File: src/snoop_pkg.sv
/*
 * Trace snooper shared definitions
 * Buffer geometry, per-mode pointer steps and limits, and the trace record type
 */
package snoop_pkg;

   localparam int unsigned ADDR_W          = 10;
   localparam int unsigned DATA_W          = 32;
   localparam int unsigned TRACE_BUF_BYTES = 1024;
   localparam int unsigned BUF_WORDS       = TRACE_BUF_BYTES / 4;
   localparam int unsigned WORD_AW         = ADDR_W - 2;

   // Words per address-mode record and the width of a word index into it
   localparam int unsigned REC_WORDS = 5;
   localparam int unsigned IDX_W     = $clog2(REC_WORDS);

   // Pointer steps in bytes
   localparam logic [ADDR_W-1:0] ADDR_MODE_INCR  = 10'd20;
   localparam logic [ADDR_W-1:0] INSTR_MODE_INCR = 10'd4;

   // Highest record start that still fits in the buffer
   localparam logic [ADDR_W-1:0] ADDR_MODE_MAX  = 10'd1004;
   localparam logic [ADDR_W-1:0] INSTR_MODE_MAX = 10'd1020;

   typedef enum logic {
      MODE_ADDRESS = 1'b0,
      MODE_INSTR   = 1'b1
   } mode_e;

   // One trace record, five words wide; word 0 sits in the low slice
   typedef union packed {
      struct packed {
         logic [DATA_W-1:0] metadata;
         logic [DATA_W-1:0] pc_dst_h;
         logic [DATA_W-1:0] pc_dst_l;
         logic [DATA_W-1:0] pc_src_h;
         logic [DATA_W-1:0] pc_src_l;
      } addr;
      struct packed {
         logic [REC_WORDS-2:0][DATA_W-1:0] pad;
         logic [DATA_W-1:0]                opcode;
      } instr;
   } trace_rec_u;

endpackage
File: src/readout_port.sv
/*
 * Host readout port
 * Holds one read until the arbiter grants it, then returns the word with a
 * single-cycle valid
 */
`timescale 1ns/1ps

module readout_port import snoop_pkg::*; (
   input  logic              clk_i,
   input  logic              rst_ni,
   input  logic              rd_req_i,
   input  logic [ADDR_W-1:0] rd_addr_i,
   input  logic              gnt_i,
   input  logic [DATA_W-1:0] rdata_i,
   output logic              req_o,
   output logic [ADDR_W-1:0] addr_o,
   output logic              rd_valid_o,
   output logic [DATA_W-1:0] rd_data_o
);

   logic pending_q;
   logic ret_q;

   always_ff @(posedge clk_i or negedge rst_ni) begin
      if (!rst_ni) begin
         pending_q  <= 1'b0;
         ret_q      <= 1'b0;
         rd_valid_o <= 1'b0;
      end else begin
         // New strobes are ignored while one read is waiting
         if (!pending_q && rd_req_i) begin
            pending_q <= 1'b1;
         end else if (pending_q && gnt_i) begin
            pending_q <= 1'b0;
         end
         // SRAM data is ready the cycle after the grant
         ret_q      <= pending_q & gnt_i;
         rd_valid_o <= ret_q;
      end
   end

   always_ff @(posedge clk_i) begin
      if (!pending_q && rd_req_i) begin
         addr_o <= rd_addr_i;
      end
      if (ret_q) begin
         rd_data_o <= rdata_i;
      end
   end

   assign req_o = pending_q;

endmodule

File: config.mk
export PLATFORM = sky130hd
export DESIGN_NAME = readout_port
export DESIGN_NICKNAME = d
export VERILOG_FILES = /design/src/snoop_pkg.sv /design/src/readout_port.sv
export SDC_FILE = /design/constraint.sdc
export NUM_CORES = 1
export LEC_CHECK = 0
export BUFFER_PORTS_ARGS = -buffer_cell sky130_fd_sc_hd__buf_2
export CORE_ASPECT_RATIO = 0.6
export CORE_UTILIZATION = 40
export CTS_CLUSTER_DIAMETER = 100
export DETAILED_ROUTE_END_ITERATION = 8
export GPL_TIMING_DRIVEN = 0
export PLACE_DENSITY = 0.77
export SYNTH_ARGS = -nofsm -noshare
export SYNTH_HDL_FRONTEND = slang
export SYNTH_SLANG_ARGS = --single-unit
File: constraint.sdc
create_clock -name clk_i -period 2.3 [get_ports clk_i]
set_input_delay 0.115 -clock clk_i [delete_from_list [all_inputs] [get_ports clk_i]]
set_output_delay 0.115 -clock clk_i [all_outputs]
set_load 0.05 [all_outputs]
==> results.toml <==
[drt]
drt_drc_violations_left = 0
finalWirelength_um = 2960
detailed_route_via_count = 955
initialDrtViolationCount = 38
via_per_inst = 4.23
drt-pass1-iter-count = 4
drt.antenna.violating_nets = 0
drt-wirelength-per-cell_um = 13.1

[floorplan]
die_area_um2 = 3650
initial_core_util_pct = 44.6
num_io_pins = 90
die_h_um = 47.2
total_core_area_um2 = 3060
num_rows = 15
die_width_um = 77.4

[sta]
finalCritPeriodShare_pct = 68.8
timing.final.ws_setup_ns = 0.718
achievable-frequency_ghz = 0.632
max_slew.worst_pin.slew_ns = 1.27
setup-tns-final_ns = 0
report.final.hold_viol_count = 0
slew_viol_final = 0
final-setup-viol-count = 0
slew-limit-headroom_pct = 15.5
rsz_0062_raised_after_global_routing = "false"
worst_clock_skew_ns = 0.0106
min_period_ns = 1.58
final.hold.worst_slack_ns = 0.0184

[clocking]
clock_transition_at_path_regs_ns = 0.07
htree_num_levels = 2
tritoncts.num_buffers = 5
cts.sinks = 45
post_cts_setup_repair_buffer_count = 0
clkLatencyLatePin_ns = 0.28
tritoncts = "built"
ctsRootBufferMaster = "sky130_fd_sc_hd__clkbuf_8"
cts.path.max_buffers = 2

[yosys]
leading_cell_type_by_number_of_instances_after_synthesis = "sky130_fd_sc_hd__edfxtp_1"
synth-seq-cells = 45
synthDominantAreaCellType = "sky130_fd_sc_hd__edfxtp_1"
synth_area_um2 = 1360
synth.area.top_cells = "sky130_fd_sc_hd__edfxtp_1 92%, sky130_fd_sc_hd__dfrtp_1 5.5%, sky130_fd_sc_hd__and2_4 0.64%"
post_synth_top_area_share_pct = 92.5
synth_cell_types = 6
ys_async_sr_fraction_pct = 6.67
synth_edf_count = 42
most_used_dff_post_synth = "sky130_fd_sc_hd__edfxtp_1"
yosys_warnings = 0
synthesis.instances = 49
yosys-top-cells-count = "42 x sky130_fd_sc_hd__edfxtp_1, 3 x sky130_fd_sc_hd__dfrtp_1"
synth_fp_nets = 95
synth.avg_cell_area_um2 = 27.8
synth.yosys.seq_area_share_pct = 98.0

[global_routing]
grt_max_degree = 34
vias_in_the_first_global_route = 914
grt_use_total_pct = 16.3
wire_length_of_the_first_global_routing_pass_um = 4110
number_of_antenna_violations_at_the_first_check_in_global_routing = 0
overall_overflow_remaining_after_global_route = 0

[cells_and_area]
synthToLayoutAreaGrowth_pct = 72.2
layout.nets = 229
n_antenna_cell = 0
drive_gt1_share_pct = 53.3
layout.cell_area.non_filler_um2 = 2350

[pwr]
powerDensity_nw_per_um2 = 810
max-vdd-ir-drop_mv = 0.608
total_leakage_power_nw = 1.01

[placement]
place_worst_setup_slack_ns = 0.701
gp_routability_congestion = 0.666
placed_area_um2 = 1860
count_of_buffers_from_port_buffering = 89

[outcome]
status = "complete, no violations"

[worst_setup_path]
cp_data_required_time_ns = 2.19
critPathArrivalTime_ns = 1.48
critical_path_class = "reg -> reg"
start_kind = "register"
setup.worst_path.end_class = "register"
critical_path_peak_fanout = 33

[flow_run]
cap_viol_max_count = 0

[hold_path]
hp-class = "in -> reg"
## worst paths after layout
path                                         from                       to  slack [ns]  cells after the start
worst min register to register  req_o$_DFFE_PN0P_        req_o$_DFFE_PN0P_        0.54                      2
worst min-delay path                 rd_addr_i[7]      addr_o[7]$_DFFE_PP_        0.02                      1
min in group asynchronous                  rst_ni     rd_valid_o$_DFF_PN0_        0.16                      2
worst max-delay path              ret_q$_DFF_PN0_  rd_data_o[21]$_DFFE_PP_        0.72                      0
worst max register to register    ret_q$_DFF_PN0_  rd_data_o[21]$_DFFE_PP_        0.72                      0
max in group asynchronous                  rst_ni          ret_q$_DFF_PN0_        2.03                      2
## through the flow
step	cells	power (W)	utilization [%]
global route	226	0.00198	76.8
global placement	180	0.00131	60.9
detailed placement	180	0.00132	60.9
CTS	224	0.00192	76.1
floorplan	49	0.00122	-
finish	226	0.00190	76.8
## power by group
group	internal (W)	total, W	switching, W
registers	0.000968	0.00100	0.0000344
clock network	0.000321	0.000555	0.000235
logic	0.000108	0.000344	0.000236
total	0.00140	0.00190	0.000505
## final cells by class
class	count	area [µm²]
fill	191	711
multi-input combinational	4	27.5
sequential	45	1340
timing repair buffer	127	826
clock inverter	2	33.8
clock buffer	6	72.6
tap	42	52.6
## state kept, by name, indices dropped and copies added, names as in the netlist
register and cells:
rd_valid_o 1, req_o 1, rd_data_o 32, ret_q 1, addr_o 10
## cells by family after synthesis
group,after synthesis,share of synthesized area (%)
flip-flops,45,98.0
AND/OR/NAND/NOR,4,2.02
## timing repair
action	in CTS	in global routing
resized for setup	0	0
endpoints found under the hold margin	38	2
hold buffers	36	2
## layout by cell type, fill, tap and decap left out
cell type	instances
sky130_fd_sc_hd__buf_2	89
sky130_fd_sc_hd__edfxtp_1	42
sky130_fd_sc_hd__dlygate4sd3_1	38
sky130_fd_sc_hd__clkbuf_8	5
sky130_fd_sc_hd__dfrtp_1	3
sky130_fd_sc_hd__and2_4	1
sky130_fd_sc_hd__and2b_2	1
sky130_fd_sc_hd__nor2_1	1
sky130_fd_sc_hd__nor2_2	1
sky130_fd_sc_hd__bufinv_16	1
sky130_fd_sc_hd__clkbuf_1	1
sky130_fd_sc_hd__clkinv_1	1
## per-layer routing
layer	share of wire, %	vias up	track usage (%)
met4	1.5	0	4.53
met3	7.3	4	6.99
met2	53	51	31.0
met1	38	442	17.5
met5	0	-	0
li1	-	458	-
Power figures use the tool's default switching activity.
