--- config.mk ---
export PLATFORM = sky130hd
export DESIGN_NAME = buffer_arbiter
export DESIGN_NICKNAME = d
export VERILOG_FILES = /design/src/snoop_pkg.sv /design/src/buffer_arbiter.sv
export SDC_FILE = /design/constraint.sdc
export NUM_CORES = 1
export LEC_CHECK = 0
export ABC_AREA = 1
export BUFFER_PORTS_ARGS = -buffer_cell sky130_fd_sc_hd__buf_4
export CORE_MARGIN = 5
export CORE_UTILIZATION = 24
export DETAILED_ROUTE_END_ITERATION = 16
export GPL_ROUTABILITY_DRIVEN = 0
export GPL_TIMING_DRIVEN = 0
export PLACE_DENSITY = 0.89
export SETUP_SLACK_MARGIN = 0.4
export SLEW_MARGIN = 20
export SYNTH_ARGS = -nofsm -noshare
export SYNTH_HDL_FRONTEND = slang
export SYNTH_SLANG_ARGS = --single-unit
export TNS_END_PERCENT = 50
--- constraint.sdc ---
create_clock -name vclk -period 1.4
set_input_delay 0.28 -clock vclk [all_inputs]
set_output_delay 0.28 -clock vclk [all_outputs]
set_load 0.005 [all_outputs]
--- src/snoop_pkg.sv ---
/*
 * Trace snooper shared definitions
 * Buffer geometry, per-mode pointer steps and limits, and the trace record type
 */
package snoop_pkg;

   localparam int unsigned ADDR_W          = 10;
   localparam int unsigned DATA_W          = 32;
   localparam int unsigned TRACE_BUF_BYTES = 1024;
   localparam int unsigned BUF_WORDS       = TRACE_BUF_BYTES / 4;
   localparam int unsigned WORD_AW         = ADDR_W - 2;

   // Words per address-mode record and the width of a word index into it
   localparam int unsigned REC_WORDS = 5;
   localparam int unsigned IDX_W     = $clog2(REC_WORDS);

   // Pointer steps in bytes
   localparam logic [ADDR_W-1:0] ADDR_MODE_INCR  = 10'd20;
   localparam logic [ADDR_W-1:0] INSTR_MODE_INCR = 10'd4;

   // Highest record start that still fits in the buffer
   localparam logic [ADDR_W-1:0] ADDR_MODE_MAX  = 10'd1004;
   localparam logic [ADDR_W-1:0] INSTR_MODE_MAX = 10'd1020;

   typedef enum logic {
      MODE_ADDRESS = 1'b0,
      MODE_INSTR   = 1'b1
   } mode_e;

   // One trace record, five words wide; word 0 sits in the low slice
   typedef union packed {
      struct packed {
         logic [DATA_W-1:0] metadata;
         logic [DATA_W-1:0] pc_dst_h;
         logic [DATA_W-1:0] pc_dst_l;
         logic [DATA_W-1:0] pc_src_h;
         logic [DATA_W-1:0] pc_src_l;
      } addr;
      struct packed {
         logic [REC_WORDS-2:0][DATA_W-1:0] pad;
         logic [DATA_W-1:0]                opcode;
      } instr;
   } trace_rec_u;

endpackage
--- src/buffer_arbiter.sv ---
/*
 * Trace buffer arbiter
 * Fixed priority for the single SRAM port, engine first, then host readout
 */
`timescale 1ns/1ps

module buffer_arbiter import snoop_pkg::*; (
   input  logic               eng_req_i,
   input  logic [ADDR_W-1:0]  eng_addr_i,
   input  logic [DATA_W-1:0]  eng_wdata_i,
   input  logic               rdp_req_i,
   input  logic [ADDR_W-1:0]  rdp_addr_i,
   output logic               eng_gnt_o,
   output logic               rdp_gnt_o,
   output logic               mem_en_o,
   output logic               mem_we_o,
   output logic [WORD_AW-1:0] mem_addr_o,
   output logic [DATA_W-1:0]  mem_wdata_o
);

   logic [ADDR_W-1:0] sel_addr;

   // Engine wins whenever it asks
   assign eng_gnt_o = eng_req_i;
   assign rdp_gnt_o = rdp_req_i & ~eng_req_i;

   always_comb begin
      mem_en_o = 1'b0;
      mem_we_o = 1'b0;
      sel_addr = '0;
      if (eng_req_i) begin
         mem_en_o = 1'b1;
         mem_we_o = 1'b1;
         sel_addr = eng_addr_i;
      end else if (rdp_req_i) begin
         mem_en_o = 1'b1;
         sel_addr = rdp_addr_i;
      end
   end

   // Byte address to word address
   assign mem_addr_o  = sel_addr[ADDR_W-1:2];
   // Only the engine ever writes
   assign mem_wdata_o = eng_wdata_i;

endmodule

==> flow_summary.yaml, run 1 <==
floorplanning:
  core_area_sq_um: 1524
  row_count: 14
  die_y_um: 50.14
  ios: 98
  die_w_um: 50.14
  start_util_pct: 25.37
  dieArea_sq_um: 2514
pwr:
  p_leak_nw: 0.5568
  power_density_nw_per_um2: 306.3
  ir_worst_vdd_v: 0.0001845
synth:
  synth_area_leaders: "buf_4 (66%), nand2_1 (17%), nand3_1 (10%), buf_6 (2.9%), buf_2 (1.3%)"
  synth_top_area_share_pct: 66.02
  syn_nets: 118
  avgSynthCellArea_sq_um: 6.041
  yosysWarnings: 0
  syn_area_sq_um: 386.6
  ys_types: 8
  seq_area_frac_synth_pct: 0
  synth_top_cell_by_area: "buf_4"
  syn_inst: 64
finish:
  clkbuf_count: 0
  drive_gt1_share_pct: 80.00
  nets: 181
  seqCellArea_sq_um: 0
  areaGrowthSynthToFinish_pct: 131.1
  n_sequential_cell: 0
  n_antenna_cell: 0
drt:
  drt_wl_total_mm: 1.831
  routedWlPerCell_um: 12.99
  drc_errors: 0
  vias: 582
  postRouteAntennaNets: 0
  drt-pass1-iter-count: 4
  via_per_inst: 4.128
  drt_iter0_drc: 7
global_routing:
  antenna_found_initial: 0
  grt_start_max_net_pins: 12
  grt_pass1_wl_mm: 2.477
  grt_usage_pct: 11.59
  gr-total-overflow: 0
  grt_pass1_vias: 528
critical_path:
  crit_required_ns: 1.12
  start_kind: "input pin"
  cp_common_cell: "buf_4"
  arrival_ns: 0.72
  crit_type: "input pin to output port"
  cp_max_fo: 9
  cpMaxStageDelayCell: "buf_4"
  cp_cell_sequence: "buf_4 -> nand3_1 -> nand2_1 -> buf_4"
  critPathBufInv: 2
  cp_top_family: "buffers and inverters"
  slowest_delay_ns: 0.15
  worstSetupEndpointType: "output port"
status:
  outcome: "complete, no violations"
timing:
  period_share_pct: 71.71
  rsz0062_at_grt: "yes"
  tightest_slew_ns: 0.1033
  slew_viol_final: 0
  hold_violations: 0
  fmax_mhz: 996.1
  setup_violations: 0
  slew_headroom_pct: 93.11
  tns_ns: 0
  fin_crit_ns: 1.004
  finalWorstSetupSlack_ns: 0.3960
placement:
  portBuffers: 60
  preCtsSetupSlack_ns: 0.3278
  dp_hpwl_mm: 1.569
clock_network:
  post_cts_buffers: 0
flow_run:
  max_cap_violations: 0
min_path:
  hp-class: "input pin to output port"
## placed cells by master, fill, tap and decap left out, drive strengths merged
master / count
nand3: 8
nor2: 1
buf: 96
inv: 3
nand2: 17
## final cells by class
class / count / area (sq um)
buffer: 36 / 282.8
multi-input combinational: 26 / 115.1
tap: 16 / 20.02
inverter: 2 / 15.01
timing repair buffer: 60 / 454.2
timing repair inverter: 1 / 6.256
fill: 158 / 630.6
## layer usage
| metal | GRT usage (%) | routed length (um) | part of all wire [%] | vias up |
|---|---|---|---|---|
| li1 | - | - | - | 285 |
| met1 | 11.70 | 475 | 26 | 244 |
| met2 | 21.76 | 1017 | 56 | 53 |
| met3 | 6.509 | 339 | 19 | 0 |
| met4 | 0 | 0 | 0 | 0 |
| met5 | 0 | 0 | 0 | - |
## final timing paths
kind / slack, ns / start / cells past startpoint / endpoint
max: 0.40 / rdp_req_i / 4 / mem_addr_o[0]
min: 0.73 / eng_wdata_i[15] / 2 / mem_wdata_o[15]
## power breakdown
part	total (mW)	internal, mW	switching [mW]
Clock	0	0	0
Sequential	0	0	0
Combinational	0.274	0.189	0.0845
## cell families after synthesis
| logic type | Yosys count | share of synthesized area, % |
|---|---|---|
| buf+inv | 38 | 72.16 |
| simple gates | 26 | 27.83 |
## stage by stage
stage / util, % / power (mW) / area [sq um] / hold WS (ns) / instances
detailed placement: 56.24 / 0.2622 / 857.1 / 0.7279 / 140
global route: 58.62 / 0.2950 / 893.4 / 0.7297 / 141
CTS: 57.55 / 0.2693 / 877.1 / 0.7278 / 141
finish: 58.62 / 0.2737 / 893.4 / 0.7266 / 141
global placement: 56.24 / 0.2557 / 857.1 / 0.7273 / 140
floorplan: - / 0.1129 / 386.6 / 0.6408 / 64
## synth_stat cells, drive strengths merged
cell and count:
buf 36, nand2 17, nand3 8, inv 2, nor2 1
## repair_timing
action	CTS	global route
resized for setup	5	4
hold buffers	0	0
setup endpoints to repair	8	8
cloned	1	0
pin swaps	0	2
(Power assumes the default switching activity.)
==> inputs of run 2 (changes only) <==
--- a/config.mk
+++ b/config.mk
@@ -8,11 +8,11 @@
 export ABC_AREA = 1
 export BUFFER_PORTS_ARGS = -buffer_cell sky130_fd_sc_hd__buf_4
 export CORE_MARGIN = 5
-export CORE_UTILIZATION = 24
+export CORE_UTILIZATION = 20
 export DETAILED_ROUTE_END_ITERATION = 16
 export GPL_ROUTABILITY_DRIVEN = 0
 export GPL_TIMING_DRIVEN = 0
-export PLACE_DENSITY = 0.89
+export PLACE_DENSITY = 0.79
 export SETUP_SLACK_MARGIN = 0.4
 export SLEW_MARGIN = 20
 export SYNTH_ARGS = -nofsm -noshare
==> constraint.sdc (replaced) <==
create_clock -name vclk -period 0.8
set_input_delay 0.16 -clock vclk [all_inputs]
set_output_delay 0.16 -clock vclk [all_outputs]
set_load 0.005 [all_outputs]
==> run 2 against run 1 <==
Effect of this change: die area rose by 16%; count of clock-buffer cells in the layout did not move; design area is 45% higher; cell count up 9.2%; sequential cell count stayed put; highest routed layer unchanged; global-route usage is 2.1 points higher; total power increased by 150%; first-iteration DRC count is 100% lower; via count rose by 5.5%.
==> flow_summary.yaml, run 2 (synthesis gave the netlist of run 1 again) <==
placement:
  portBuffers: 60
  placed_cell_area_sq_um: 952.2
  dp_hpwl_mm: 1.838
  preCtsSetupSlack_ns: 0.03815
drt:
  drc_errors: 0
  drt-pass1-iter-count: 1
  drt_iter0_drc: 0
  vias: 614
  via_per_inst: 3.987
  routedWlPerCell_um: 16.94
  postRouteAntennaNets: 0
  drt_wl_total_mm: 2.609
global_routing:
  grt_pass1_vias: 617
  grt_start_max_net_pins: 10
  grt_pass1_wl_mm: 2.925
  antenna_found_initial: 0
  gr-total-overflow: 0
  grt_usage_pct: 13.71
floorplanning:
  start_util_pct: 20.33
  core_area_sq_um: 1902
  die_w_um: 53.97
  row_count: 16
  dieArea_sq_um: 2912
  die_y_um: 53.97
  ios: 98
finish:
  post-route-util_pct: 67.89
  nets: 183
  clkbuf_count: 0
  drive_gt1_share_pct: 93.70
  num-fill-cells: 135
  n_sequential_cell: 0
  final_common_cell: "buf_6"
  final_cell_area_sq_um: 1291
  final_cell_mix: "buf_6 (64), buf_4 (30), nand2_2 (9)"
  multi_input_area_sq_um: 187.7
  areaGrowthSynthToFinish_pct: 234.0
  seqCellArea_sq_um: 0
  n_antenna_cell: 0
critical_path:
  worstSetupEndpointType: "output port"
  cp_max_fo: 6
  crit_required_ns: 0.64
  arrival_ns: 0.58
  crit_type: "input pin to output port"
  startpoint: "eng_req_i"
  start_kind: "input pin"
timing:
  hold_violations: 0
  rsz0062_at_grt: "yes"
  setup_violations: 0
  tns_ns: 0
  slew_viol_final: 0
  fin_crit_ns: 0.7424
  slew_headroom_pct: 94.22
  fmax_mhz: 1347
  finalWorstSetupSlack_ns: 0.05757
  tightest_slew_ns: 0.08650
  period_share_pct: 92.80
pwr:
  ir_worst_vdd_v: 0.0002586
  power_density_nw_per_um2: 529.6
  p_leak_nw: 0.6815
flow_run:
  max_cap_violations: 0
status:
  outcome: "complete, no violations"
min_path:
  hp-class: "input pin to output port"
  min_from: "eng_wdata_i[9]"
==> run 2: cell count changes in the layout (fill, tap and decap cells not counted), moves of 2 or more <==
cell,before,now
buf_4,94,30
nand3_2,1,6
buf_6,1,64
nand2_2,1,9
nand3_1,7,1
nand2_4,0,2
nand2_1,16,6
==> run 2: power breakdown <==
part | internal (mW) | switching [mW] | total, mW
logic | 0.482 | 0.201 | 0.684
registers | 0 | 0 | 0
clock network | 0 | 0 | 0
total | 0.482 | 0.201 | 0.684
==> run 2: timing repair <==
item,in CTS,in global routing
hold buffers,0,0
gates cloned,2,1
buffers inserted,0,0
resized for setup,46,31
pin swaps,7,3
setup endpoints to repair,44,44
==> run 2: cell type report <==
type / count / share of cell area, %
multi-input combinational: 26 / 14.53
buffer: 36 / 32.46
timing repair buffer: 62 / 47.97
tap: 27 / 2.616
inverter: 2 / 1.550
timing repair inverter: 1 / 0.8721
==> run 2: critical path, stage by stage <==
cell and delay, ns:
buf_12 0.11, clkinv_8 0.07, nand3_2 0.06, nand2_2 0.06, buf_6 0.11
==> run 2: through the flow <==
stage                     power (mW)  cells  hold slack, ns
final                         0.6839    154          0.4629
after global routing          0.7230    154          0.4668
after CTS                     0.6107    153          0.4657
after detailed placement      0.5026    151          0.4748
after global placement        0.4913    151          0.4736
after floorplan               0.2340     64          0.3862
==> run 2: worst paths after layout <==
| kind | cells after the start | slack, ns | to |
|---|---|---|---|
| setup / recovery | 5 | 0.06 | mem_addr_o[4] |
| hold / removal | 2 | 0.46 | mem_wdata_o[9] |
==> run 2: per-layer routing <==
metal | vias to the layer above | routed length (um) | track usage, %
met5 | - | 0 | 0
met4 | 0 | 0 | 0
met3 | 0 | 458 | 5.263
met2 | 56 | 1351 | 27.22
met1 | 267 | 799 | 14.08
li1 | 291 | - | -
