==> config.mk <==
export PLATFORM = sky130hd
export DESIGN_NAME = trace_engine
export DESIGN_NICKNAME = d
export VERILOG_FILES = /design/src/snoop_pkg.sv /design/src/trace_engine.sv
export SDC_FILE = /design/constraint.sdc
export NUM_CORES = 1
export LEC_CHECK = 0
export ABC_AREA = 1
export CORE_MARGIN = 4
export CORE_UTILIZATION = 30
export DETAILED_ROUTE_END_ITERATION = 7
export DONT_BUFFER_PORTS = 1
export GPL_TIMING_DRIVEN = 1
export MAX_ROUTING_LAYER = met4
export SYNTH_ARGS = -nofsm -noshare
export SYNTH_HDL_FRONTEND = slang
export SYNTH_SLANG_ARGS = --single-unit
==> constraint.sdc <==
create_clock -name clk_i -period 9.5 [get_ports clk_i]
set_input_delay 1.425 -clock clk_i [delete_from_list [all_inputs] [get_ports clk_i]]
set_output_delay 1.425 -clock clk_i [all_outputs]
set_load 0.01 [all_outputs]
==> src/snoop_pkg.sv <==
/*
 * Trace snooper shared definitions
 * Buffer geometry, per-mode pointer steps and limits, and the trace record type
 */
package snoop_pkg;

   localparam int unsigned ADDR_W          = 10;
   localparam int unsigned DATA_W          = 32;
   localparam int unsigned TRACE_BUF_BYTES = 1024;
   localparam int unsigned BUF_WORDS       = TRACE_BUF_BYTES / 4;
   localparam int unsigned WORD_AW         = ADDR_W - 2;

   // Words per address-mode record and the width of a word index into it
   localparam int unsigned REC_WORDS = 5;
   localparam int unsigned IDX_W     = $clog2(REC_WORDS);

   // Pointer steps in bytes
   localparam logic [ADDR_W-1:0] ADDR_MODE_INCR  = 10'd20;
   localparam logic [ADDR_W-1:0] INSTR_MODE_INCR = 10'd4;

   // Highest record start that still fits in the buffer
   localparam logic [ADDR_W-1:0] ADDR_MODE_MAX  = 10'd1004;
   localparam logic [ADDR_W-1:0] INSTR_MODE_MAX = 10'd1020;

   typedef enum logic {
      MODE_ADDRESS = 1'b0,
      MODE_INSTR   = 1'b1
   } mode_e;

   // One trace record, five words wide; word 0 sits in the low slice
   typedef union packed {
      struct packed {
         logic [DATA_W-1:0] metadata;
         logic [DATA_W-1:0] pc_dst_h;
         logic [DATA_W-1:0] pc_dst_l;
         logic [DATA_W-1:0] pc_src_h;
         logic [DATA_W-1:0] pc_src_l;
      } addr;
      struct packed {
         logic [REC_WORDS-2:0][DATA_W-1:0] pad;
         logic [DATA_W-1:0]                opcode;
      } instr;
   } trace_rec_u;

endpackage
==> src/trace_engine.sv <==
/*
 * Trace snooping engine
 * Captures a trace record on a strobe and writes it word by word into the
 * circular buffer, keeping the write, first-valid and last-valid pointers
 */
`timescale 1ns/1ps

module trace_engine import snoop_pkg::*; (
   input  logic              clk_i,
   input  logic              rst_ni,
   input  logic              trace_valid_i,
   input  logic              snoop_en_i,
   input  mode_e             mode_i,
   input  logic              cnt_rst_i,
   input  logic [DATA_W-1:0] pc_src_l_i,
   input  logic [DATA_W-1:0] pc_src_h_i,
   input  logic [DATA_W-1:0] pc_dst_l_i,
   input  logic [DATA_W-1:0] pc_dst_h_i,
   input  logic [DATA_W-1:0] metadata_i,
   input  logic [DATA_W-1:0] opcode_i,
   input  logic              gnt_i,
   output logic              req_o,
   output logic [ADDR_W-1:0] addr_o,
   output logic [DATA_W-1:0] wdata_o,
   output logic [ADDR_W-1:0] cnt_o,
   output logic [ADDR_W-1:0] first_valid_o,
   output logic [ADDR_W-1:0] last_valid_o,
   output logic [DATA_W-1:0] drop_cnt_o
);

   trace_rec_u        rec_d, rec_q;
   logic [ADDR_W-1:0] start_q;
   logic              busy_q;
   logic              wrapped_q;
   logic [IDX_W-1:0]  word_idx_q;
   logic [IDX_W-1:0]  last_idx_q;

   logic              accept;
   logic              drop;
   logic [ADDR_W-1:0] incr;
   logic [ADDR_W-1:0] limit;
   logic [ADDR_W:0]   cnt_sum;
   logic              overflow;
   logic [ADDR_W-1:0] cnt_new;
   logic              wrap_next;

   assign accept = trace_valid_i & snoop_en_i & ~busy_q;
   assign drop   = trace_valid_i & snoop_en_i & busy_q;

   // Pick the view of the record that matches the current mode
   always_comb begin
      rec_d = '0;
      if (mode_i == MODE_INSTR) begin
         rec_d.instr.opcode = opcode_i;
      end else begin
         rec_d.addr.pc_src_l = pc_src_l_i;
         rec_d.addr.pc_src_h = pc_src_h_i;
         rec_d.addr.pc_dst_l = pc_dst_l_i;
         rec_d.addr.pc_dst_h = pc_dst_h_i;
         rec_d.addr.metadata = metadata_i;
      end
   end

   assign incr  = (mode_i == MODE_INSTR) ? INSTR_MODE_INCR : ADDR_MODE_INCR;
   assign limit = (mode_i == MODE_INSTR) ? INSTR_MODE_MAX : ADDR_MODE_MAX;

   // One extra bit, since 1020 + 4 does not fit in ADDR_W
   assign cnt_sum   = {1'b0, cnt_o} + {1'b0, incr};
   assign overflow  = cnt_sum > {1'b0, limit};
   assign cnt_new   = overflow ? '0 : cnt_sum[ADDR_W-1:0];
   assign wrap_next = wrapped_q | overflow;

   always_ff @(posedge clk_i or negedge rst_ni) begin
      if (!rst_ni) begin
         busy_q        <= 1'b0;
         word_idx_q    <= '0;
         last_idx_q    <= '0;
         wrapped_q     <= 1'b0;
         cnt_o         <= '0;
         first_valid_o <= '0;
         last_valid_o  <= '0;
         drop_cnt_o    <= '0;
      end else if (cnt_rst_i) begin
         // Also abandons a record that is still being written
         busy_q        <= 1'b0;
         word_idx_q    <= '0;
         wrapped_q     <= 1'b0;
         cnt_o         <= '0;
         first_valid_o <= '0;
         last_valid_o  <= '0;
         drop_cnt_o    <= '0;
      end else begin
         if (accept) begin
            busy_q       <= 1'b1;
            word_idx_q   <= '0;
            last_idx_q   <= (mode_i == MODE_INSTR) ? '0 : IDX_W'(REC_WORDS - 1);
            cnt_o        <= cnt_new;
            last_valid_o <= cnt_o;
            wrapped_q    <= wrap_next;
            // Once wrapped, the next slot to be overwritten is the oldest record
            if (wrap_next) begin
               first_valid_o <= cnt_new;
            end
         end else if (busy_q && gnt_i) begin
            // Engine has priority, so the grant is always there
            if (word_idx_q == last_idx_q) begin
               busy_q <= 1'b0;
            end else begin
               word_idx_q <= word_idx_q + 1'b1;
            end
         end
         if (drop) begin
            drop_cnt_o <= drop_cnt_o + 1'b1;
         end
      end
   end

   // Record payload and its start address
   always_ff @(posedge clk_i) begin
      if (accept) begin
         rec_q   <= rec_d;
         start_q <= cnt_o;
      end
   end

   assign req_o   = busy_q;
   assign addr_o  = start_q + (ADDR_W'(word_idx_q) << 2);
   assign wdata_o = rec_q[DATA_W*word_idx_q +: DATA_W];

endmodule

==> impl_metrics.csv, run 1 <==
group,metric,value,unit
sta,setup_tns,0,ns
route,vias,8876,
die,coreArea,0.0387,mm^2
sta,hold_viol_final,0,
min_path,min_path_type,"register to register",
synthesis,async_flop_share,28.6,%
die,die_area,0.0425,mm^2
die,die_w,206,um
synthesis,yosys-top-cells-area,"edfxtp_1 (43%), dfrtp_1 (14%), nand2_1 (10%)",
synthesis,syn_nets,1540,
sta,setup_viol_count_final,0,
clocking,clkLatencyLatePin,0.54,ns
worst_setup_path,path_cells,"clkinv_1 > buf_4 > fa_1 > o22ai_1 > nand3_1 > xnor2_1",
grt,grt_pass1_vias,8816,
power_and_ir_drop,p_switching,0.576,mW
grt,grt_antenna_before_repair,7,
power_and_ir_drop,pwr-share-comb,6.9,%
power_and_ir_drop,p_int,1.84,mW
status,status,"complete, no violations",
power_and_ir_drop,power_density,184,mW/mm^2
placement,dp_hpwl,23300,um
clocking,cts.sinks,238,
route,wire_per_inst,18.5,um
route,avgViaCountPerCell,4.80,
synthesis,synth_cells,1330,
grt,grt_pass1_wl,51000,um
worst_setup_path,path_class,"register to primary output",
clocking,cts_made_buffers,28,
worst_setup_path,endpoint_kind,"primary output",
die,start_util,30.4,%
grt,grt_overflow,0,
sta,skew,0.0143,ns
power_and_ir_drop,pwr-share-clk,43.4,%
clocking,clkSlewWorstSetupHoldPaths,0.06,ns
worst_setup_path,path_max_fanout,35,
sta,relSlewSlack,17.9,%
worst_setup_path,crit_required,8.08,ns
power_and_ir_drop,max-vdd-ir-drop,80.4,uV
power_and_ir_drop,p_sw_share,23.8,%
placement,io_buffers,0,
clocking,cts_tree,"yes",
grt,groute.usage.overall,15.8,%
synthesis,synth-main-ff-cell,"edfxtp_1",
power_and_ir_drop,power_frac_seq,49.7,%
clocking,cts_resized,0,
power_and_ir_drop,cellLeakagePower,5.78,nW
route,dr.pass1.iters,5,
die,die_h,206,um
route,drtAntennaViolNets,0,
synthesis,synth_most_common_cell,"nand2_1",
synthesis,yosys_register_bits,238,
clocking,htree_levels,1,
sta,post-route-period-util,59.2,%
sta,rsz0062_at_grt,"false",
worst_setup_path,cp-start-kind,"register",
worst_setup_path,arrival,4.20,ns
die,ios,304,
sta,worst_pin_slew,1.23,ns
route,drt-initial-drc-count,602,
clocking,postCtsSetupBuffers,0,
die,core.rowCount,72,
sta,maxSlewViolCount,0,
clocking,cts_hold_buf,0,
synthesis,yosys_warnings,0,
synthesis,mappedNetlistArea,0.0118,mm^2
worst_setup_path,critPathMaxStageDelay,1.04,ns
flow_run,cap_viol_max_count,0,
worst_setup_path,slowest_stage,"clkinv_1",
final_layout,nNetsFinal,1517,
synthesis,ys_types,44,
final_layout,nFillCells,4008,
clocking,clockRootBuffer,"clkbuf_16",
grt,grt_max_degree,177,
synthesis,netlist.area_leader.share,43.3,%
synthesis,synth_edf_count,170,
clocking,clock_path_buffers,3,
final_layout,layout-drive-gt1-share,5.73,%
placement,gp_congestion,0.893,
synthesis,yosys.area.top_type,"edfxtp_1",
sta,period_minus_slack,5.63,ns
sta,fin_hold_ws,0.492,ns
sta,fmax,0.178,GHz
final_layout,regArea,0.00681,mm^2
final_layout,multi_input_comb_area,0.00386,mm^2
route,finalWirelength,34200,um
final_layout,syn_to_final_growth,11.9,%
synthesis,synthTopCellsByCount,"nand2_1 (318), inv_1 (226), nor2_1 (176)",
route,drc,0,
synthesis,ys_seq_area_share,57.8,%
synthesis,avgSynthCellArea,8.86,um^2
[registers in the layout, summed over array words and instances, names as in the netlist]
name and count:
word_idx_q 3, wrapped_q 1, last_valid_o 10, start_q 10, first_valid_o 10, last_idx_q 1, rec_q 160, req_o 1
cnt_o 10, drop_cnt_o 32
[metal layers]
layer / GRT usage, % / part of all wire (%)
met5: - / 0
met4: 3.33 / 1.4
met3: 5.37 / 10
met2: 26.3 / 48
met1: 18.7 / 40
[through the flow]
step | utilization, % | instances | cell area, um^2 | total power, mW | setup slack (ns)
detailed placement | 31.6 | 1795 | 12300 | 1.39 | 4.29
CTS | 34.0 | 1844 | 13200 | 2.46 | 3.69
global placement | 31.6 | 1795 | 12300 | 1.39 | 4.39
global route | 34.0 | 1851 | 13200 | 2.52 | 3.52
finish | 34.0 | 1851 | 13200 | 2.42 | 3.87
floorplan | - | 1330 | 11800 | 1.35 | 2.65
[final cells by class]
| cell class | count | share of cell area [%] |
|---|---|---|
| well taps | 518 | 4.92 |
| inverters | 229 | 6.53 |
| multi-input cells | 802 | 29.3 |
| flip-flops and latches | 238 | 51.7 |
| clock inverters | 13 | 0.779 |
| repair buffers | 8 | 0.551 |
| clock buffers | 36 | 6.10 |
| diodes | 7 | 0.133 |
[critical path: cells and delay by family, from the launching register on]
family	cells	cell delay, ns
xor+xnor	1	0.29
fa+ha+maj	1	0.46
flops	1	0.96
simple gates	1	0.12
buf+inv	2	1.57
compound gates	1	0.23
[final timing paths]
path / startpoint / endpoint / slack (ns) / cells after the start
setup / recovery: word_idx_q[1]$_DFFE_PN0P_ / addr_o[8] / 3.87 / 6
hold / removal: wrapped_q$_DFFE_PN0N_ / wrapped_q$_DFFE_PN0N_ / 0.49 / 1
setup reg to reg: word_idx_q[1]$_DFFE_PN0P_ / word_idx_q[2]$_DFFE_PN0P_ / 5.99 / 7
hold reg to reg: wrapped_q$_DFFE_PN0N_ / wrapped_q$_DFFE_PN0N_ / 0.49 / 1
max in group asynchronous: rst_ni / word_idx_q[0]$_DFFE_PN0P_ / 8.83 / 0
min in group asynchronous: rst_ni / drop_cnt_o[10]$_DFFE_PN0P_ / 0.57 / 0
[logic make-up after synthesis]
family                     synth area share (%)
AOI/OAI and AO/OA                          9.80
xor gates and xnor gates                  0.967
adders and majority gates                  1.23
buffers and inverters                      9.42
DFF                                        57.8
and+or+nand+nor                            20.8
[power by group through the flow]
stage               clock network (mW)  logic (mW)  registers (mW)
CTS                               1.09       0.171            1.20
finish                            1.05       0.168            1.20
detailed placement                   0       0.171            1.22
global placement                     0       0.167            1.22
floorplan                            0       0.135            1.21
global route                      1.13       0.191            1.21
[cell usage in the layout, fill, tap and decap left out, types with 6 or more instances in the layout]
master     synthesis  routed
nand2_1          318     318
inv_1            226     226
nor2_1           176     176
edfxtp_1         170     170
a21oi_1           79      79
o21ai_0           66      66
dfrtp_1           68      65
a221o_1           32      32
clkbuf_16          0      30
nand3_1           29      29
nand4_1           21      21
nor3_1            16      16
ha_1              10      10
xor2_1             9       9
diode_2            0       7
buf_4              3       7
nand2_2            6       6
(Power assumes the default switching activity.)
==> inputs of run 2 (changes only) <==
==> constraint.sdc (replaced) <==
create_clock -name clk_i -period 4.9 [get_ports clk_i]
set_input_delay 0.735 -clock clk_i [delete_from_list [all_inputs] [get_ports clk_i]]
set_output_delay 0.735 -clock clk_i [all_outputs]
set_load 0.01 [all_outputs]
==> run 2 against run 1 <==
Compared with the run above:
- clock skew grew 0.0065 ns
- global-route usage fell by 0.49 points
- setup slack worse by 2.7 ns
- power grew 94%
- largest power group unchanged
- wire length is 2.4% lower
- count of clock-buffer cells in the layout up 1
- final cell count increased by 0.59%
- via count up 0.12%
- largest cell class unchanged
- sequential power is 94% higher
- critical endpoint is now wdata_o[18]
- highest routed layer unchanged
==> impl_metrics.csv, run 2 (same netlist as run 1, synthesis figures left out) <==
group,metric,value,unit
grt,grt_overflow,0,
die,coreArea,0.0387,mm^2
final_layout,final_core_util,34.2,%
power_and_ir_drop,power_density,354,mW/mm^2
worst_setup_path,arrival,3.01,ns
route,drt-initial-drc-count,520,
sta,maxSlewViolCount,0,
sta,skew,0.0207,ns
clocking,postCtsSetupBuffers,0,
worst_setup_path,slowest_stage,"dfrtp_2",
worst_setup_path,timing.rr.start,"cnt_o[4]$_DFFE_PN0N_",
sta,period_minus_slack,3.74,ns
route,vias,8887,
grt,grt_max_degree,163,
route,drc,0,
clocking,cts_tree,"yes",
flow_run,cap_viol_max_count,0,
worst_setup_path,critPathMaxStageDelay,0.95,ns
grt,grt_antenna_before_repair,10,
sta,relSlewSlack,40.2,%
worst_setup_path,path_cells,"nand3_2 > o21ai_0",
grt,grt_pass1_wl,49300,um
clocking,cts.sinks,238,
placement,placed_cell_area,0.0123,mm^2
placement,dp.cells,1799,
die,start_util,30.4,%
sta,post-route-period-util,76.4,%
clocking,htree_levels,1,
die,die_area,0.0425,mm^2
clocking,clockRootBuffer,"clkbuf_16",
worst_setup_path,rrSetupSlack,2.52,ns
route,avgViaCountPerCell,4.77,
final_layout,nNetsFinal,1522,
die,die_h,206,um
final_layout,layout_common_cells,"nand2_1 (318), inv_1 (224), nor2_1 (176)",
status,status,"complete, no violations",
sta,hold_viol_final,0,
worst_setup_path,critPathTopFamily,"flip-flops",
clocking,clkSlewWorstSetupHoldPaths,0.06,ns
route,drtAntennaViolNets,0,
final_layout,nFillCells,3953,
die,core.rowCount,72,
worst_setup_path,endpoint_kind,"primary output",
final_layout,layout_commonest_cell,"nand2_1",
power_and_ir_drop,max-vdd-ir-drop,185,uV
final_layout,layout-drive-gt1-share,6.30,%
worst_setup_path,path_max_fanout,35,
worst_setup_path,r2r_end,"cnt_o[6]$_DFFE_PN0N_",
final_layout,regMostFlops,"rec_q",
sta,fin_hold_ws,0.0781,ns
min_path,min_path_type,"input port to asynchronous set/reset pin",
worst_setup_path,cp.buffers_inverters,0,
sta,rsz0062_at_grt,"false",
final_layout,stdcell_count,1862,
worst_setup_path,cp-start-kind,"register",
route,finalWirelength,33400,um
placement,dp_hpwl,23200,um
placement,gp_congestion,0.929,
sta,setup_viol_count_final,0,
final_layout,fin_area,0.0133,mm^2
die,die_w,206,um
sta,fmax,0.267,GHz
worst_setup_path,critPathLaunch,"word_idx_q[2]$_DFFE_PN0P_",
final_layout,largest_register_ff_count,160,
clocking,cts_made_buffers,28,
final_layout,syn_to_final_growth,12.6,%
route,wire_per_inst,18.0,um
grt,grt_pass1_vias,8601,
route,dr.pass1.iters,5,
sta,worst_pin_slew,0.897,ns
final_layout,reg_top3,"rec_q (160), drop_cnt_o (32)",
die,ios,304,
clocking,clkLatencyLatePin,0.55,ns
worst_setup_path,crit_required,4.16,ns
placement,io_buffers,0,
grt,groute.usage.overall,15.3,%
worst_setup_path,r2r_cells,14,
worst_setup_path,path_class,"register to primary output",
clocking,cts_resized,0,
sta,setup_tns,0,ns
power_and_ir_drop,cellLeakagePower,5.82,nW
clocking,clock_path_buffers,3,
-- run 2: changes by cell type in the layout (fill, tap and decap cells not counted), moves of 2 or more --
cell	delta
buf_4	+4
clkinvlp_4	-2
clkinv_4	-2
clkbuf_1	+2
o21ai_1	+3
diode_2	+3
inv_1	-2
o21ai_0	-3
clkinv_2	+4
-- run 2: worst max-delay path by stage --
| stage | to | cells past startpoint |
|---|---|---|
| after floorplan | last_idx_q[2]$_DFFE_PN0P_ | 4 |
| after global placement | wdata_o[28] | 3 |
| after detailed placement | wdata_o[18] | 2 |
| after CTS | wdata_o[18] | 2 |
| after global routing | wdata_o[0] | 2 |
| final | wdata_o[18] | 2 |
-- run 2: through the flow --
stage | worst slack (ns) | total power [mW]
floorplan | -1.20 | 2.62
global placement | 1.78 | 2.70
detailed placement | 1.64 | 2.70
CTS | 1.03 | 4.77
global route | 0.999 | 4.90
finish | 1.16 | 4.69
-- run 2: cell type report --
type                       count  area, um^2  share of cell area [%]
antenna                       10        25.0                   0.189
clock buffer                  37         797                    6.01
clock inverter                15         103                   0.774
inverter                     229         873                    6.59
multi-input combinational    802        3870                    29.2
sequential                   238        6810                    51.4
tap                          518         648                    4.89
timing repair buffer          13         130                   0.981
-- run 2: power breakdown --
part	switching (mW)	total [mW]	leakage [nW]	internal (mW)
logic	0.235	0.344	2.82	0.109
registers	0.0577	2.33	2.55	2.27
clock network	0.830	2.02	0.450	1.19
total	1.12	4.69	5.82	3.57
-- run 2: timing repair --
item / CTS / global route
endpoints found under the setup margin: 0 / 0
endpoints found under the hold margin: 68 / 0
hold buffers: 1 / 0
-- run 2: worst register-to-register path, stage by stage (launching register included) --
cell	delay [ns]
dfrtp_1	0.48
ha_1	0.40
xor2_1	0.21
ha_1	0.28
nand3b_1	0.09
nand2_1	0.05
nand2_1	0.05
nor2_1	0.04
nand3_1	0.06
nand2_1	0.08
nand2_4	0.12
nand2_2	0.13
nor2_1	0.20
nand2_1	0.07
nand2_1	0.06
-- run 2: routing by layer --
metal	vias to the layer above	track usage [%]	wire length, um
met2	337	24.5	15600
met1	4208	17.6	13000
met3	59	6.73	4100
met5	-	-	0
met4	0	4.06	771
li1	4283	-	-
==> inputs of run 3 (changes only) <==
==> constraint.sdc (replaced) <==
create_clock -name clk_i -period 3.2 [get_ports clk_i]
set_input_delay 0.48 -clock clk_i [delete_from_list [all_inputs] [get_ports clk_i]]
set_output_delay 0.48 -clock clk_i [all_outputs]
set_load 0.01 [all_outputs]
==> run 3 against run 2 <==
Compared with the run above:
- cell area is 2.1% higher
- final cell count rose by 1.8%
- setup slack got worse by 0.94 ns
- non-clock buffer count increased by 35
- clock power grew 54%
- wire length increased by 2.4%
- combinational power up 69%
- sequential power up 53%
- count of clock-buffer cells in the layout decreased by 4
- die area stayed put
- sequential share of layout area fell by 1.0 points
- critical path depth increased by 6
- critical endpoint is now addr_o[9]
- largest cell class unchanged
==> impl_metrics.csv, run 3 (same netlist as run 1, synthesis figures left out) <==
group,metric,value,unit
clocking,clkLatencyLatePin,0.55,ns
final_layout,largest_register_ff_count,160,
clocking,cts_made_buffers,27,
sta,skew,0.0165,ns
worst_setup_path,path_max_fanout,34,
clocking,htree_levels,1,
route,drtAntennaViolNets,0,
route,vias,9039,
worst_setup_path,path_class,"register to primary output",
sta,worst_pin_slew,1.03,ns
route,dr.pass1.iters,5,
route,avgViaCountPerCell,4.77,
clocking,cts_tree,"yes",
power_and_ir_drop,cellLeakagePower,5.98,nW
worst_setup_path,r2r_end,"first_valid_o[4]$_DFFE_PN0P_",
sta,post-route-period-util,93.2,%
clocking,postCtsSetupBuffers,0,
worst_setup_path,critPathMaxStageDelay,0.43,ns
sta,fin_hold_ws,0.0741,ns
clocking,clock_path_buffers,3,
power_and_ir_drop,power_density,536,mW/mm^2
final_layout,layout_commonest_cell,"nand2_1",
clocking,clkSlewWorstSetupHoldPaths,0.07,ns
die,ios,304,
worst_setup_path,crit_required,2.72,ns
worst_setup_path,arrival,2.50,ns
final_layout,layout_common_cells,"nand2_1 (318), inv_1 (224), nor2_1 (176)",
die,die_h,206,um
sta,relSlewSlack,31.0,%
final_layout,stdcell_count,1895,
min_path,hold_depth,2,
final_layout,nNetsFinal,1556,
grt,grt_pass1_vias,8739,
route,finalWirelength,34200,um
sta,setup_tns,0,ns
min_path,min_from,"cnt_rst_i",
power_and_ir_drop,max-vdd-ir-drop,340,uV
route,drc,0,
worst_setup_path,endpoint_kind,"primary output",
sta,hold_viol_final,0,
worst_setup_path,r2r_cells,14,
clocking,clockRootBuffer,"clkbuf_16",
final_layout,syn_to_final_growth,14.9,%
sta,fmax,0.335,GHz
route,wire_per_inst,18.1,um
die,start_util,30.4,%
grt,groute.usage.overall,15.6,%
grt,grt_overflow,0,
sta,period_minus_slack,2.98,ns
grt,grt_max_degree,163,
worst_setup_path,path_common_cell,"nand2_1",
placement,dp.cells,1832,
worst_setup_path,rrSetupSlack,0.73,ns
power_and_ir_drop,power,7.25,mW
die,die_w,206,um
die,coreArea,0.0387,mm^2
placement,io_buffers,0,
placement,gp_congestion,0.896,
sta,setup_viol_count_final,0,
final_layout,final_core_util,34.9,%
worst_setup_path,path_cells,"buf_4 > ha_1 > nand2_1 > nand2_1 > a31oi_1 > nor3b_1 > nand3_1 > xnor2_1",
die,core.rowCount,72,
min_path,min_path_type,"input port to register",
worst_setup_path,slowest_stage,"buf_4",
min_path,hold_end,"drop_cnt_o[30]$_DFFE_PN0P_",
flow_run,cap_viol_max_count,0,
worst_setup_path,timing.rr.start,"cnt_o[4]$_DFFE_PN0N_",
worst_setup_path,cp-start-kind,"register",
placement,dp_hpwl,23800,um
grt,grt_antenna_before_repair,11,
sta,maxSlewViolCount,0,
final_layout,layout-drive-gt1-share,8.35,%
status,status,"complete, no violations",
sta,rsz0062_at_grt,"false",
final_layout,regMostFlops,"rec_q",
grt,grt_pass1_wl,50200,um
clocking,cts.sinks,238,
route,drt-initial-drc-count,588,
final_layout,reg_top3,"rec_q (160), drop_cnt_o (32)",
die,die_area,0.0425,mm^2
## run 3: cell count changes in the layout (fill, tap and decap cells not counted), moves of 2 or more
| cell | before | now |
|---|---|---|
| buf_4 | 11 | 42 |
| clkinv_2 | 9 | 4 |
| clkbuf_16 | 30 | 27 |
| buf_12 | 1 | 3 |
| bufinv_16 | 1 | 3 |
| dlygate4sd3_1 | 0 | 2 |
## run 3: worst max-delay path by stage
stage / startpoint / end / depth (start not counted)
final: word_idx_q[1]$_DFFE_PN0P_ / addr_o[9] / 8
after global routing: word_idx_q[1]$_DFFE_PN0P_ / addr_o[9] / 8
after CTS: word_idx_q[1]$_DFFE_PN0P_ / addr_o[9] / 8
after detailed placement: word_idx_q[0]$_DFFE_PN0P_ / addr_o[8] / 6
after global placement: word_idx_q[0]$_DFFE_PN0P_ / addr_o[8] / 6
after floorplan: snoop_en_i / last_idx_q[2]$_DFFE_PN0P_ / 4
## run 3: cell type report
cell class	count	area, um^2
diodes	11	27.5
well taps	518	648
clock buffers	33	718
repair buffers	48	423
fillers	4004	25200
flip-flops and latches	238	6810
multi-input cells	802	3870
inverters	229	873
clock inverters	16	163
## run 3: worst max-delay path, delay by kind of cell, from the launching register on
family / cells / cell delay, ns
AND/OR/NAND/NOR: 4 / 0.58
buffers and inverters: 1 / 0.43
flip-flops: 1 / 0.36
XOR/XNOR: 1 / 0.28
adder cells (fa/ha/maj): 1 / 0.24
AO/OA/AOI/OAI: 1 / 0.06
## run 3: routing by layer
layer	part of all wire, %	track usage, %
met2	47	25.5
met4	2.1	3.21
met1	40	18.5
met5	0	-
met3	11	6.03
## run 3: power by group
part / switching [mW] / internal [mW]
Clock: 1.27 / 1.83
Combinational: 0.373 / 0.207
Sequential: 0.0900 / 3.48
## run 3: through the flow
step / setup WS (ns) / area [um^2]
finish: 0.218 / 13500
global route: 0.00763 / 13500
CTS: 0.120 / 13500
detailed placement: 0.609 / 12600
global placement: 0.602 / 12600
floorplan: -2.66 / 11800
## run 3: repair_timing
item | 4_1_cts | 5_1_grt
hold buffers | 3 | 0
gates resized for setup | 1 | 0
endpoints found under the setup margin | 1 | 0
hold endpoints to repair | 74 | 0
